--- config.mk ---
export PLATFORM = sky130hd
export DESIGN_NAME = tcb_lite_lib_demultiplexer_flat
export DESIGN_NICKNAME = d
export VERILOG_FILES = /design/src/hw/tcb_lite_pkg.sv /design/src/hw/tcb_lite_sys_pkg.sv /design/src/hw/tcb_lite_if.sv /design/src/hw/tcb_lite_lib_demultiplexer.sv /design/src/flat_wrapper.sv
export VERILOG_INCLUDE_DIRS = /design/src /design/src/hw
export SDC_FILE = /design/constraint.sdc
export NUM_CORES = 1
export LEC_CHECK = 0
export ABC_AREA = 1
export BUFFER_PORTS_ARGS = -buffer_cell sky130_fd_sc_hd__buf_2
export CORE_AREA = 2 2 118 120
export CTS_CLUSTER_DIAMETER = 150
export DETAILED_ROUTE_END_ITERATION = 10
export DIE_AREA = 0 0 120 122
export GPL_TIMING_DRIVEN = 0
export PLACE_DENSITY = 0.42
export SYNTH_ARGS = -nofsm -noshare
export SYNTH_HDL_FRONTEND = slang
export SYNTH_SLANG_ARGS = --single-unit
--- constraint.sdc ---
create_clock -name clk -period 1.2 [get_ports clk]
set_clock_uncertainty 0.2 [all_clocks]
set_input_delay 0.06 -clock clk [delete_from_list [all_inputs] [get_ports clk]]
set_output_delay 0.06 -clock clk [all_outputs]
set_load 0.005 [all_outputs]
--- src/hw/tcb_lite_params.svh ---
/*
 * Build-time settings of the TCB-Lite subsystem.
 * Bus widths, subordinate count, memory depth, response delay and
 * the decoder address map. Include it wherever a width or the map is needed.
 */

`ifndef TCB_LITE_PARAMS_SVH
`define TCB_LITE_PARAMS_SVH

// bus widths
`define TCB_ADR 32
`define TCB_DAT 32

// interconnect
`define TCB_IFN 2
`define TCB_DLY 1

// words per memory subordinate
`define TCB_MEM_SIZ 256

// address map, x bits are wildcards for ==?
// ram claims 0x0000_0000 .. 0x0000_03ff
`define TCB_MAP_RAM 32'b0000_0000_0000_0000_0000_00xx_xxxx_xxxx
// rom catches everything else (entry 0 wins)
`define TCB_MAP_ROM 32'bxxxx_xxxx_xxxx_xxxx_xxxx_xxxx_xxxx_xxxx

`endif

--- src/hw/tcb_lite_pkg.sv ---
/*
 * TCB-Lite bus protocol types.
 * Opcode enum plus the request and response payload structs that
 * travel inside tcb_lite_if. Import wherever the payload fields are used.
 */

`default_nettype none

`include "tcb_lite_params.svh"

package tcb_lite_pkg;

    //////////////////////////////////////////////////
    // opcode
    //////////////////////////////////////////////////

    typedef enum logic {
        TCB_RD = 1'b0,  // read
        TCB_WR = 1'b1   // write
    } tcb_op_t;

    //////////////////////////////////////////////////
    // payloads
    //////////////////////////////////////////////////

    // request, 1 + adr + dat bits
    typedef struct packed {
        tcb_op_t             op;
        logic [`TCB_ADR-1:0] adr;
        logic [`TCB_DAT-1:0] wdt;
    } tcb_req_t;

    // response, read data and error flag
    typedef struct packed {
        logic [`TCB_DAT-1:0] rdt;
        logic                err;
    } tcb_rsp_t;

endpackage

`default_nettype wire

--- src/hw/tcb_lite_sys_pkg.sv ---
/*
 * Subsystem-level types.
 * Subordinate select index shared by decoder and demultiplexer,
 * and the state encoding of the memory subordinate.
 */

`default_nettype none

`include "tcb_lite_params.svh"

package tcb_lite_sys_pkg;

    // index of one subordinate
    typedef logic [$clog2(`TCB_IFN)-1:0] tcb_sel_t;

    // memory write-commit FSM
    typedef enum logic {
        MEM_IDLE   = 1'b0,  // ready for any request
        MEM_COMMIT = 1'b1   // one stall cycle after a write
    } mem_state_t;

endpackage

`default_nettype wire

--- src/hw/tcb_lite_if.sv ---
/*
 * TCB-Lite point-to-point interface.
 * Request valid/ready handshake, response valid pulse a fixed delay
 * after each transfer with no back-pressure.
 * Managers connect through the man modport, subordinates through sub.
 */

`default_nettype none

interface tcb_lite_if;

    import tcb_lite_pkg::*;

    //////////////////////////////////////////////////
    // signals
    //////////////////////////////////////////////////

    // request, manager to subordinate
    logic     vld;
    tcb_req_t req;
    // request accept, subordinate to manager
    logic     rdy;
    // response, subordinate to manager
    logic     rsp_vld;
    tcb_rsp_t rsp;

    //////////////////////////////////////////////////
    // modports
    //////////////////////////////////////////////////

    // manager drives the request side
    modport man (
        output vld, req,
        input  rdy, rsp_vld, rsp
    );

    // subordinate answers
    modport sub (
        input  vld, req,
        output rdy, rsp_vld, rsp
    );

endinterface

`default_nettype wire

--- src/hw/tcb_lite_lib_demultiplexer.sv ---
/*
 * TCB-Lite demultiplexer, one manager to two subordinates.
 * Requests fan out combinationally to the subordinate picked by sel.
 * The select of each accepted transfer is delayed by the bus response
 * delay and then steers the matching response back to the manager.
 */

`default_nettype none

`include "tcb_lite_params.svh"

module tcb_lite_lib_demultiplexer (
    input  wire logic                       clk,
    input  wire logic                       rst_n,
    // from the decoder
    input  wire tcb_lite_sys_pkg::tcb_sel_t sel,
    // manager side
    tcb_lite_if.sub                         man,
    // subordinate side
    tcb_lite_if.man                         sub0,
    tcb_lite_if.man                         sub1
);

    import tcb_lite_pkg::*;
    import tcb_lite_sys_pkg::*;

    localparam int unsigned DLY = `TCB_DLY;

    // subordinate returns gathered for indexing
    logic     sub_rdy     [`TCB_IFN];
    logic     sub_rsp_vld [`TCB_IFN];
    tcb_rsp_t sub_rsp     [`TCB_IFN];

    // handshake on the manager side
    logic     trn;

    // in-flight select indices
    tcb_sel_t sel_dly [DLY];
    tcb_sel_t sel_rsp;

    //////////////////////////////////////////////////
    // request path
    //////////////////////////////////////////////////

    // payload goes everywhere, vld only to the chosen one
    assign sub0.req = man.req;
    assign sub1.req = man.req;
    assign sub0.vld = man.vld & (sel == tcb_sel_t'(0));
    assign sub1.vld = man.vld & (sel == tcb_sel_t'(1));

    assign sub_rdy[0] = sub0.rdy;
    assign sub_rdy[1] = sub1.rdy;

    // accept comes from the selected subordinate
    assign man.rdy = sub_rdy[sel];
    assign trn     = man.vld & man.rdy;

    //////////////////////////////////////////////////
    // select delay
    //////////////////////////////////////////////////

    // stage 0 loads on a transfer, later stages just shift
    always_ff @(posedge clk or negedge rst_n) begin
        if (!rst_n) begin
            for (int i = 0; i < DLY; i++) begin
                sel_dly[i] <= '0;
            end
        end else begin
            if (trn) begin
                sel_dly[0] <= sel;
            end
            for (int i = 1; i < DLY; i++) begin
                sel_dly[i] <= sel_dly[i-1];
            end
        end
    end

    // index of the transfer whose response is due now
    assign sel_rsp = sel_dly[DLY-1];

    //////////////////////////////////////////////////
    // response path
    //////////////////////////////////////////////////

    assign sub_rsp_vld[0] = sub0.rsp_vld;
    assign sub_rsp_vld[1] = sub1.rsp_vld;
    assign sub_rsp[0]     = sub0.rsp;
    assign sub_rsp[1]     = sub1.rsp;

    // no back-pressure, just steer
    assign man.rsp_vld = sub_rsp_vld[sel_rsp];
    assign man.rsp     = sub_rsp[sel_rsp];

endmodule

`default_nettype wire

--- src/flat_wrapper.sv ---
// flat-port wrapper written by rule: the top's interface ports become plain ports
module tcb_lite_lib_demultiplexer_flat import tcb_lite_pkg::*; import tcb_lite_sys_pkg::*;
  (clk, rst_n, sel, man_vld, man_req, man_rdy, man_rsp_vld, man_rsp, sub0_vld, sub0_req, sub0_rdy, sub0_rsp_vld, sub0_rsp, sub1_vld, sub1_req, sub1_rdy, sub1_rsp_vld, sub1_rsp);
  tcb_lite_if man_i ();
  tcb_lite_if sub0_i ();
  tcb_lite_if sub1_i ();
  input  wire logic clk;
  input  wire logic rst_n;
  input  wire tcb_lite_sys_pkg::tcb_sel_t sel;
  input wire logic [$bits(man_i.vld)-1:0] man_vld;
  input wire logic [$bits(man_i.req)-1:0] man_req;
  output wire logic [$bits(man_i.rdy)-1:0] man_rdy;
  output wire logic [$bits(man_i.rsp_vld)-1:0] man_rsp_vld;
  output wire logic [$bits(man_i.rsp)-1:0] man_rsp;
  output wire logic [$bits(sub0_i.vld)-1:0] sub0_vld;
  output wire logic [$bits(sub0_i.req)-1:0] sub0_req;
  input wire logic [$bits(sub0_i.rdy)-1:0] sub0_rdy;
  input wire logic [$bits(sub0_i.rsp_vld)-1:0] sub0_rsp_vld;
  input wire logic [$bits(sub0_i.rsp)-1:0] sub0_rsp;
  output wire logic [$bits(sub1_i.vld)-1:0] sub1_vld;
  output wire logic [$bits(sub1_i.req)-1:0] sub1_req;
  input wire logic [$bits(sub1_i.rdy)-1:0] sub1_rdy;
  input wire logic [$bits(sub1_i.rsp_vld)-1:0] sub1_rsp_vld;
  input wire logic [$bits(sub1_i.rsp)-1:0] sub1_rsp;
  assign man_i.vld = man_vld;
  assign man_i.req = man_req;
  assign man_rdy = man_i.rdy;
  assign man_rsp_vld = man_i.rsp_vld;
  assign man_rsp = man_i.rsp;
  assign sub0_vld = sub0_i.vld;
  assign sub0_req = sub0_i.req;
  assign sub0_i.rdy = sub0_rdy;
  assign sub0_i.rsp_vld = sub0_rsp_vld;
  assign sub0_i.rsp = sub0_rsp;
  assign sub1_vld = sub1_i.vld;
  assign sub1_req = sub1_i.req;
  assign sub1_i.rdy = sub1_rdy;
  assign sub1_i.rsp_vld = sub1_rsp_vld;
  assign sub1_i.rsp = sub1_rsp;
  tcb_lite_lib_demultiplexer u_core (.clk(clk), .rst_n(rst_n), .sel(sel), .man(man_i), .sub0(sub0_i), .sub1(sub1_i));
endmodule
* Word level (Yosys, flattened, before mapping)
Index checks and enable logic that the tools add are counted.
** Word-level totals
- Bits in registers :: 1
- Input port bits :: 139
- Word-level logic and storage cells :: 18
** Cells by class
- Bitwise logic cells :: 6
- Multiplexer cells :: 9
- Magnitude comparators :: 2
** Operators by type and width (number)
- 2-to-1 mux 33 bit :: 3
- 2-to-1 mux 1 bit :: 6
- >= comparator 2 bit (second input constant) :: 2
- inverter 1 -> 2 bit :: 2
- bitwise AND 1 bit :: 3
- inverter 1 bit :: 1

* Longest topological paths before layout
Gate-level depths: netlist (run 1).
- Word-level depth :: 5
- Mapped depth :: 4

* Worst setup path after synthesis (run 1)
No wires, ideal clock.
- Path type :: register to output
- From :: register u_core.sel_dly
- To :: output man_rsp[10]
- Stages on the path, launching flop included :: 5
- Slack :: 158 ps
- Buffers on the path :: 2
- Arrival time :: 782 ps
- Required time :: 940 ps
- Path through :: dfrtp_1 -> buf_4 -> buf_6 -> nand2_1 -> o21ai_1
** Between the ends
- Cells in the longest elaborated chain, start to end :: 4
** RTL lines
- from (decl) :: line tcb_lite_lib_demultiplexer.sv:38 : tcb_sel_t sel_dly [DLY];
- from (signal, indexed assignment) :: line tcb_lite_lib_demultiplexer.sv:73 : sel_dly[i] <= sel_dly[i-1];
- inverter 1 -> 2 bit (not written as such) :: line tcb_lite_lib_demultiplexer.sv:92 : assign man.rsp = sub_rsp[sel_rsp];
- 2-to-1 mux 33 bit (not written as such) (3 in series) :: line tcb_lite_lib_demultiplexer.sv:92
- to (decl) :: line flat_wrapper.sv:14 : output wire logic [$bits(man_i.rsp)-1:0] man_rsp;
No other way between the ends. The select of a mux whose other input is x is not followed.

* Final worst setup path (run 1)
- From :: register u_core.sel_dly
- To :: output man_rsp[11]
The elaborated chain is that of the path after synthesis.

==> results.txt, run 1 <==
The largest registers in the layout are u_core.sel_dly: 1 flops. In this run the power density over the cells is 475 nW/um^2. The largest single stage delay on the critical path is 0.43 ns. The kind of start point of the critical path is a flip-flop. The internal power consumption is 0.000919 W. Ranked by flip-flop count, first place goes to u_core.sel_dly. The sequential share of power came out at 3.3%.

The layout-stage area growth over the synthesis result came out at 111%. The effective utilization at floorplan is 11.2%. The routed layout has 2214 vias. The clock latency at the later pin of the worst-skew pair is 0 ns. The static leakage is 2.08 nW. Cells fill 23.7% of the core in the end. In this run the horizontal extent of the chip is 120 um. The area of the placeable core came out at 13500 um^2.

Once detail routing completed, the nets flagged for antenna violations numbered 0. The fill cell total of the finished layout is 1531. The slew at the pin closest to its max-slew limit came out at 0.170 ns. The standard-cell row count is 43.

Setup violations remaining at the end of the flow were counted as 18. The type of the tightest min-delay check is in -> out. Yosys printed 0 warnings.

The mean post-synth cell area is 6.02 um^2. The share of total power in combinational logic is 96.7%. The remaining routing DRC violations came out at 0. The register area is 26.3 um^2. Among cell families on the critical path, the largest total delay comes from flip-flops. The final weighted congestion in routability-driven placement is 0.724.

The global-route wire length before repair is 8.56 mm. The final routed wirelength across all metal layers is 6.53 mm. The number of cells on the critical path came out at 5. The multi-input combinational cell area came out at 482 um^2.

The critical setup path kind is reg -> out. The share of total power consumed by net switching is 39.7%. For this design the total switching power over the nets is 0.000604 W. The maximum clock frequency came out at 815 MHz.

The overall power of the completed layout came out at 0.00152 W. The count of input and output buffers is 240. STA classifies the critical path endpoint as an output port. The total congestion overflow came out at 0. The total global routing track utilization came out at 7.27%. The worst max-slew margin expressed relative to the limit came out at 88.7%. In this run the cell area of the synthesized design comes to 1520 um^2. The final count of pins violating max slew is 0. The die outline area is 14600 um^2. The number of nets handed over by synthesis was 391. The worst path in the final design needs a cycle of 1.23 ns, including I/O delays and setup. Detailed placement finished with a half-perimeter wire length of 5.96 mm.

The required time reported for the critical path endpoint came out at 0.94 ns. The register area share after synthesis came out at 1.65%. Setup repair after global routing could not meet its margin everywhere. The fraction of final layout cells sized beyond drive strength 1 came out at 84.1%. The depth of the most critical reg-to-reg path is 4. The number of vias per cell came out at 3.27.

Across the VDD grid, the largest voltage drop is 222 uV. In the post-route analysis, the smallest setup slack over all paths is -0.0265 ns. The number of hold-slack violations in the final timing report came out at 0. The flow ran to the end, but the final reports show violations. In the final routing, the length of wire on met1 measures 1.99 mm. The register-to-register setup slack is 0.07 ns.

The number of different library cells in the post-synthesis netlist is 10. The detail-routed net length per standard cell came out at 9.65 um. The final reports fail on negative setup slack. In this run the top signal layer used is met5. The diode insertion count for antenna repair came out at 0. The number of flip-flops in the largest register is 1. The critical path goes through buf_6, buf_12, nand2_4, o21ai_2, buf_2. The initial antenna violation count came out at 2. The total length of routed met2 wires came out at 3.67 mm. Pin placement for this block handled 306 I/O pins. After the last flow step, the layout net total stands at 638. In the synthesized netlist, the number of instances is 252. Per report_power, the clock group accounts for 0% of the total. The detailed-routing iteration count for the pre-antenna-repair pass came out at 3. The largest net degree at the start of global routing came out at 11.

After clock tree synthesis, the clock-pin slew on the worst setup and hold paths is 0 ns. The violation count after the first detailed-routing iteration is 22. The number of max-cap violations came out at 0. The vertical die dimension came out at 122 um.

The number of cells on the worst hold path came out at 2. The number of buffers and inverters on the critical path is 3. Counting flops and latches in the post-synthesis netlist gives 1. At the worst endpoint, the arrival time is 0.97 ns.

Among all stages on the critical path, the largest delay is contributed by sky130_fd_sc_hd__dfrtp_2. In this run the worst path has a maximum fanout of 10. The part of the cycle the worst path needs came out at 102%. The wire length on met3 came out at 835 um. The number of global-route vias before repair is 1864.
[worst paths after layout]
check,from,to
max,u_core.sel_dly,man_rsp[11]
min,man_req[49],sub0_req[49]
max reg2reg,u_core.sel_dly,u_core.sel_dly
min reg2reg,u_core.sel_dly,u_core.sel_dly
max in group asynchronous,rst_n,u_core.sel_dly
min in group asynchronous,rst_n,u_core.sel_dly
[placed cells by master (no fill, tap or decap)]
cell	count
sky130_fd_sc_hd__o21ai_0	3
sky130_fd_sc_hd__nand3_1	1
sky130_fd_sc_hd__nor2_1	1
sky130_fd_sc_hd__buf_12	2
sky130_fd_sc_hd__buf_8	1
sky130_fd_sc_hd__buf_6	4
sky130_fd_sc_hd__clkbuf_4	1
sky130_fd_sc_hd__o21ai_1	12
sky130_fd_sc_hd__inv_1	37
sky130_fd_sc_hd__buf_16	1
sky130_fd_sc_hd__nand2_2	10
sky130_fd_sc_hd__buf_2	241
sky130_fd_sc_hd__nand2_4	7
sky130_fd_sc_hd__dfrtp_2	1
sky130_fd_sc_hd__dlygate4sd3_1	1
sky130_fd_sc_hd__nand2_1	24
sky130_fd_sc_hd__o21ai_2	19
sky130_fd_sc_hd__buf_4	131
[what timing repair did]
action                     CTS  global route
hold endpoints to repair     1             0
setup endpoints to repair   34            34
pin swaps                    3             7
cloned                       2             0
hold buffers                 1             0
resized for setup           48            31
setup buffers                2             0
[metal layers]
layer | up-vias | GRT usage, %
met3 | 4 | 1.69
met4 | 4 | 0
li1 | 1109 | -
met1 | 927 | 7.12
met2 | 170 | 15.9
met5 | - | 0
[synth_stat cells]
library cell | instances | area share (%)
sky130_fd_sc_hd__o21ai_0 | 24 | 7.9
sky130_fd_sc_hd__nor2_1 | 1 | 0.25
sky130_fd_sc_hd__dfrtp_1 | 1 | 1.6
sky130_fd_sc_hd__inv_1 | 37 | 9.2
sky130_fd_sc_hd__buf_6 | 1 | 0.74
sky130_fd_sc_hd__o21ai_1 | 10 | 3.3
sky130_fd_sc_hd__nand3_1 | 1 | 0.33
sky130_fd_sc_hd__nand2_1 | 41 | 10
sky130_fd_sc_hd__buf_4 | 131 | 65
sky130_fd_sc_hd__buf_2 | 5 | 1.6
[power groups by stage]
stage	Clock, W	Sequential, W	Combinational, W
after floorplan	0	0.0000445	0.000633
after global placement	0	0.0000538	0.00123
after detailed placement	0	0.0000529	0.00122
after CTS	0	0.0000527	0.00143
after global routing	0	0.0000541	0.00162
final	0	0.0000510	0.00147
[cell families (layout without fill, tap and decap cells)]
kind of cell | Yosys count | count (layout) | synth area share [%]
AOI/OAI and AO/OA | 34 | 34 | 11.2
buffers and inverters | 174 | 419 | 76.4
and+or+nand+nor | 43 | 43 | 10.7
DFF | 1 | 1 | 1.65
[stage by stage]
stage | cells | setup WS, ns | hold WS, ns | TNS (ns) | cell area (um^2)
2_1_floorplan | 252 | 0.158 | -0.436 | 0 | 1520
3_3_place_gp | 672 | -0.365 | -0.364 | -4.78 | 2940
3_5_place_dp | 672 | -0.343 | -0.361 | -4.35 | 2940
4_1_cts | 677 | -0.0622 | 0.0857 | -0.978 | 3130
5_1_grt | 677 | -0.0852 | 0.0876 | -1.91 | 3210
6_report | 677 | -0.0265 | 0.0851 | -0.198 | 3210
[final cells by class]
class                           instances  area share, %
Multi-Input combinational cell         77           15.0
Timing Repair Buffer                  245           40.0
Tap cell                              180           7.02
Sequential cell                         1          0.819
Inverter                               37           4.33
Buffer                                137           32.9
(Power assumes the default switching activity.)
==> inputs of run 2 (changes only) <==
- SETUP_SLACK_MARGIN: unset -> 0.05
==> results.txt, run 2 (same netlist as run 1, synthesis figures left out) <==
The run finished, with violations left. The final reports fail on negative setup slack. For this run the aggregate overflow at the end of global routing stands at 0. The required time reported for the critical path endpoint is 0.94 ns.

Routability-driven placement finished with a final weighted congestion of 0.724. Ranked by flip-flop count, first place goes to u_core.sel_dly. The routed via count is 2216. Dividing the detail-routed via count by the number of cells gives 3.27. The power density normalized to cell area came out at 474 nW/um^2. Cells with a size suffix above 1 make up 84.3% of the layout. The number of setup violations in the final report came out at 18.

The remaining routing DRC violations came out at 0. The core region is 13500 um^2. Once layout is complete, the utilization of the core stands at 23.8%. The slowest cell on the critical path is sky130_fd_sc_hd__dfrtp_2.

The setup path with the least slack is of type reg -> out. In this run the horizontal extent of the chip is 120 um. The min-delay analysis places its worst path in the category in -> out. The startpoint identified for the worst hold timing path is man_req[49]. Leaving out fill and tap cells, the most frequent cells in the layout are sky130_fd_sc_hd__buf_2, sky130_fd_sc_hd__buf_4, sky130_fd_sc_hd__inv_1. The share of total power consumed by net switching came out at 39.6%. The worst register-to-register path begins at u_core.sel_dly. Together, buffers and inverters on the worst path number 3. Traced cell by cell, the critical path runs through buf_6, buf_12, nand2_4, o21ai_2, buf_2. The register-to-register setup slack came out at 0.08 ns.

The worst setup path is captured at an output port. The clock latency at the later pin of the worst-skew pair came out at 0 ns. The sequential share of power is 3.3%. The final routed wirelength across all metal layers is 6.51 mm. The number of global-route vias before repair was 1860. The post-detailed-route count of antenna-violating nets came out at 0. Counting instances, the worst hold path has a depth of 2. The number of flip-flops in the largest register came out at 1.

The effective utilization at floorplan came out at 11.2%. The HPWL reported at the end of detailed placement is 5.96 mm. The endpoint identified for the worst register-to-register timing path is u_core.sel_dly. The number of max-cap violations came out at 0.

The violation count after the first detailed-routing iteration came out at 28. The clock power share is 0%. The number of hold-slack violations in the final timing report came to 0. The maximum clock frequency came out at 814 MHz. The largest net degree at the start of global routing is 11. Setup repair after global routing could not meet its margin everywhere. The total number of nets in the final design is 638. The floorplan step defined a die boundary enclosing 14600 um^2. The end point of the most critical hold path is sub0_req[49]. Before CTS, the worst setup slack after placement is -0.343 ns. The final critical-path setup slack is -0.0292 ns. The diode insertion count for antenna repair came out at 0. Counting I/O delays and the setup requirement, the final critical path takes 1.23 ns.

Clock-pin slew was measured on the worst setup and hold paths at 0 ns. The kind of cell with the highest combined delay along the critical path is flip-flops. The part of the cycle the worst path needs came out at 102%. The internal power consumption came out at 0.000920 W.

The count of input and output buffers came out at 240. The total global routing track utilization is 7.26%. The worst max-slew margin expressed relative to the limit is 89.5%. Measured along the y axis, the die boundary spans 122 um. The peak ir drop on the vdd network is 222 uV. The largest registers in the layout are u_core.sel_dly: 1 flops. The largest fanout of any net on the critical path is 10. Before antenna repair, the detailed router went through 4 iterations.

The most common library cell in the layout ignoring fill and taps is sky130_fd_sc_hd__buf_2. The kind of start point of the critical path is a flip-flop. After floorplanning, the core was divided into 43 placement rows. The share of total power in combinational logic came out at 96.7%. The boundary pin count came out at 306. The slew at the pin closest to its max-slew limit came out at 0.156 ns. The depth of the most critical reg-to-reg path came out at 4. The initial antenna violation count came out at 2.

From synthesis to final layout, the design area changed by 112%. The longest individual stage delay on the worst path came out at 0.43 ns. The global-route wire length before repair came out at 8.55 mm.

The data arrival time of the worst path came out at 0.97 ns. Summed over all cells, the static leakage comes to 2.08 nW. The detail-routed net length per standard cell is 9.62 um.

The switching component of the power is 0.000603 W. The final count of pins violating max slew was 0.
## run 2: cell counts in the layout (fill, tap and decap cells not counted)
Identical to the previous run, type by type.
## run 2: layout make-up
| class | instances | area [um^2] |
|---|---|---|
| buffer | 137 | 1050 |
| timing repair buffer | 245 | 1280 |
| fill | 1530 | 10300 |
| inverter | 37 | 139 |
| sequential | 1 | 26.3 |
| tap | 180 | 225 |
| multi-input combinational | 77 | 484 |
## run 2: metal layers
metal	wire, um	GRT usage [%]	vias up
li1	-	-	1109
met1	1970	7.12	929
met2	3670	15.9	170
met3	836	1.69	4
met4	7	0	4
met5	33	0	-
## run 2: worst max-delay path by stage
stage	start	end	slack (ns)	cells past startpoint
finish	u_core.sel_dly	man_rsp[11]	-0.03	5
global route	u_core.sel_dly	man_rsp[18]	-0.08	5
CTS	u_core.sel_dly	man_rsp[1]	-0.06	4
detailed placement	u_core.sel_dly	man_rsp[10]	-0.34	5
global placement	u_core.sel_dly	man_rsp[10]	-0.37	5
floorplan	u_core.sel_dly	man_rsp[10]	0.16	4
## run 2: through the flow
stage	hold slack, ns	instance area (um^2)	instances	total power, W	TNS [ns]
global placement	-0.364	2940	672	0.00128	-4.78
floorplan	-0.436	1520	252	0.000678	0
finish	0.0851	3210	677	0.00152	-0.206
global route	0.0876	3210	677	0.00167	-1.90
CTS	0.0857	3130	677	0.00148	-0.983
detailed placement	-0.361	2940	672	0.00128	-4.35
## run 2: power by group through the flow
| stage | Clock, W | Combinational, W | Sequential (W) |
|---|---|---|---|
| after floorplan | 0 | 0.000633 | 0.0000445 |
| after global placement | 0 | 0.00123 | 0.0000538 |
| after detailed placement | 0 | 0.00122 | 0.0000529 |
| after CTS | 0 | 0.00143 | 0.0000527 |
| after global routing | 0 | 0.00162 | 0.0000541 |
| final | 0 | 0.00147 | 0.0000510 |
## run 2: timing repair
action,in CTS,in global routing
hold buffers,1,0
endpoints found under the setup margin,34,35
gates resized for setup,49,31
setup buffers,2,0
hold endpoints to repair,1,0
pin swaps,3,7
cloned,2,0
==> inputs of run 3 (changes only) <==
- RECOVER_POWER: unset -> 50
==> results.txt, run 3 (same netlist as run 1, synthesis figures left out) <==
The routed via count is 2213. The number of cells on the worst hold path came out at 2. The number of hold-slack violations in the final timing report is 0. Final hold analysis gives a worst-case slack of 0.0853 ns. The slew at the pin closest to its max-slew limit came out at 0.156 ns. The worst hold path begins at man_req[53]. The static leakage came out at 2.05 nW. The worst hold path terminates at sub0_req[53]. In the layout the commonest cells are sky130_fd_sc_hd__buf_2, sky130_fd_sc_hd__buf_4, sky130_fd_sc_hd__clkbuf_4.

The clock edge transition at the registers on the reported setup and hold paths came out at 0 ns. The clock latency at the later pin of the worst-skew pair came out at 0 ns. The violation count after the first detailed-routing iteration is 27. The minimum clock period after layout is 1.23 ns. Setup repair after global routing could not meet its margin everywhere.

The power density normalized to cell area is 471 nW/um^2. The region available for standard cell placement spans 13500 um^2. Counting flops per register, the top entry is u_core.sel_dly. The post-route netlist has 83.3% of its cells at a drive strength greater than 1. The most common library cell in the layout ignoring fill and taps is sky130_fd_sc_hd__buf_2.

In this run the tool buffered the top-level ports with 240 buffer cells. The detail-routed net length per standard cell is 9.53 um. The diode insertion count for antenna repair came out at 0. The number of vias per cell is 3.27. The final routed wirelength across all metal layers came out at 6.46 mm. The HPWL reported at the end of detailed placement came out at 5.96 mm. The peak ir drop on the vdd network came out at 221 uV. The number of max-cap violations is 0.

The number of placed cells counting well taps came out at 672. For this run, the post-layout net count is 638. The maximum clock frequency is 816 MHz. The final reports fail on negative setup slack. The standard-cell row count came out at 43. The final critical-path setup slack is -0.0257 ns. The design draws 0.00151 W. Entering global routing, the biggest net connects 11 pins. The remaining routing DRC violations is 0.

The depth of the most critical reg-to-reg path came out at 4. The final weighted congestion in routability-driven placement came out at 0.724. The layout-stage area growth over the synthesis result is 111%. The die outline area came out at 14600 um^2.

The effective utilization at floorplan is 11.2%. Setup violations remaining at the end of the flow were counted as 18. The number of global-route vias before repair came to 1860.

The sort of element at the end of the critical path is an output port. Global routing used 7.26% of the available tracks. The total congestion overflow came out at 0. The run finished, with violations left. The detailed-routing iteration count for the pre-antenna-repair pass is 4. The number of flip-flops in the largest register came to 1. In this run the critical register-to-register path is launched from u_core.sel_dly. Excluding fillers, the count of instances in the completed layout stands at 677. The post-detailed-route count of antenna-violating nets came out at 0.

The endpoint of the lowest-slack register-to-register path is u_core.sel_dly. The final count of pins violating max slew is 0. The part of the cycle the worst path needs is 102%. The setup check on the worst reg-to-reg path leaves a slack of 0.08 ns. The initial antenna violation count came out at 2. The largest registers in the layout are u_core.sel_dly: 1 flops.

The largest fanout of any net on the critical path is 10. The boundary pin count came out at 306. The required time reported for the critical path endpoint came out at 0.94 ns. The type of the tightest min-delay check is in -> out. In this run the worst setup path begins at u_core.sel_dly. The first global-routing pass estimated 8.55 mm of wire. The kind of start point of the critical path is a flip-flop. The worst max-slew margin expressed relative to the limit is 89.5%. The vertical die dimension came out at 122 um. From left edge to right edge, the die measures 120 um. The worst setup path is of the reg -> out kind. At the worst endpoint, the arrival time is 0.97 ns.
-- run 3: changes by cell type in the layout (fill, tap and decap cells not counted), sizes merged --
cell and delta:
buf -65, clkbuf +65
-- run 3: how the worst max path moves through the flow --
stage | to | slack (ns)
final | man_rsp[11] | -0.03
after global routing | man_rsp[18] | -0.08
after floorplan | man_rsp[10] | 0.16
after CTS | man_rsp[1] | -0.06
after global placement | man_rsp[10] | -0.37
after detailed placement | man_rsp[10] | -0.34
-- run 3: where the power goes --
part           leakage (nW)  switching [W]  internal (W)  total (W)
Combinational          2.04       0.000591      0.000866    0.00146
Clock                     0              0             0          0
Sequential           0.0106      0.0000102     0.0000408  0.0000510
-- run 3: layer usage --
layer / up-vias / global-route usage (%) / routed length, um
met2: 170 / 15.9 / 3650
met5: - / 0 / 33
met1: 927 / 7.12 / 1960
met4: 4 / 0 / 7
li1: 1108 / - / -
met3: 4 / 1.69 / 811
-- run 3: stage by stage --
| stage | setup TNS [ns] | util, % | area (um^2) | setup WS [ns] |
|---|---|---|---|---|
| after floorplan | 0 | - | 1520 | 0.158 |
| after global placement | -4.78 | 21.8 | 2940 | -0.365 |
| after detailed placement | -4.35 | 21.8 | 2940 | -0.343 |
| after CTS | -0.983 | 23.2 | 3130 | -0.0622 |
| after global routing | -1.90 | 23.7 | 3200 | -0.0850 |
| final | -0.201 | 23.7 | 3200 | -0.0257 |
-- run 3: worst max-delay path: stages (launching register included) --
cell and delay [ns]:
sky130_fd_sc_hd__dfrtp_2 0.43, sky130_fd_sc_hd__buf_6 0.14, sky130_fd_sc_hd__buf_12 0.14, sky130_fd_sc_hd__nand2_4 0.07, sky130_fd_sc_hd__o21ai_2 0.05, sky130_fd_sc_hd__buf_2 0.13
-- run 3: cell type report --
| cell class | instances | area (um^2) |
|---|---|---|
| inverter | 37 | 139 |
| sequential | 1 | 26.3 |
| fill | 1531 | 10300 |
| multi-input combinational | 77 | 484 |
| timing repair buffer | 245 | 1270 |
| tap | 180 | 225 |
| buffer | 137 | 1050 |
-- run 3: timing repair --
action                                  4_1_cts  5_1_grt
setup buffers                                 2        0
endpoints found under the hold margin         1        0
cloned                                        2        0
hold buffers                                  1        0
endpoints found under the setup margin       34       35
pin swaps                                     3        7
gates resized for setup                      49       31
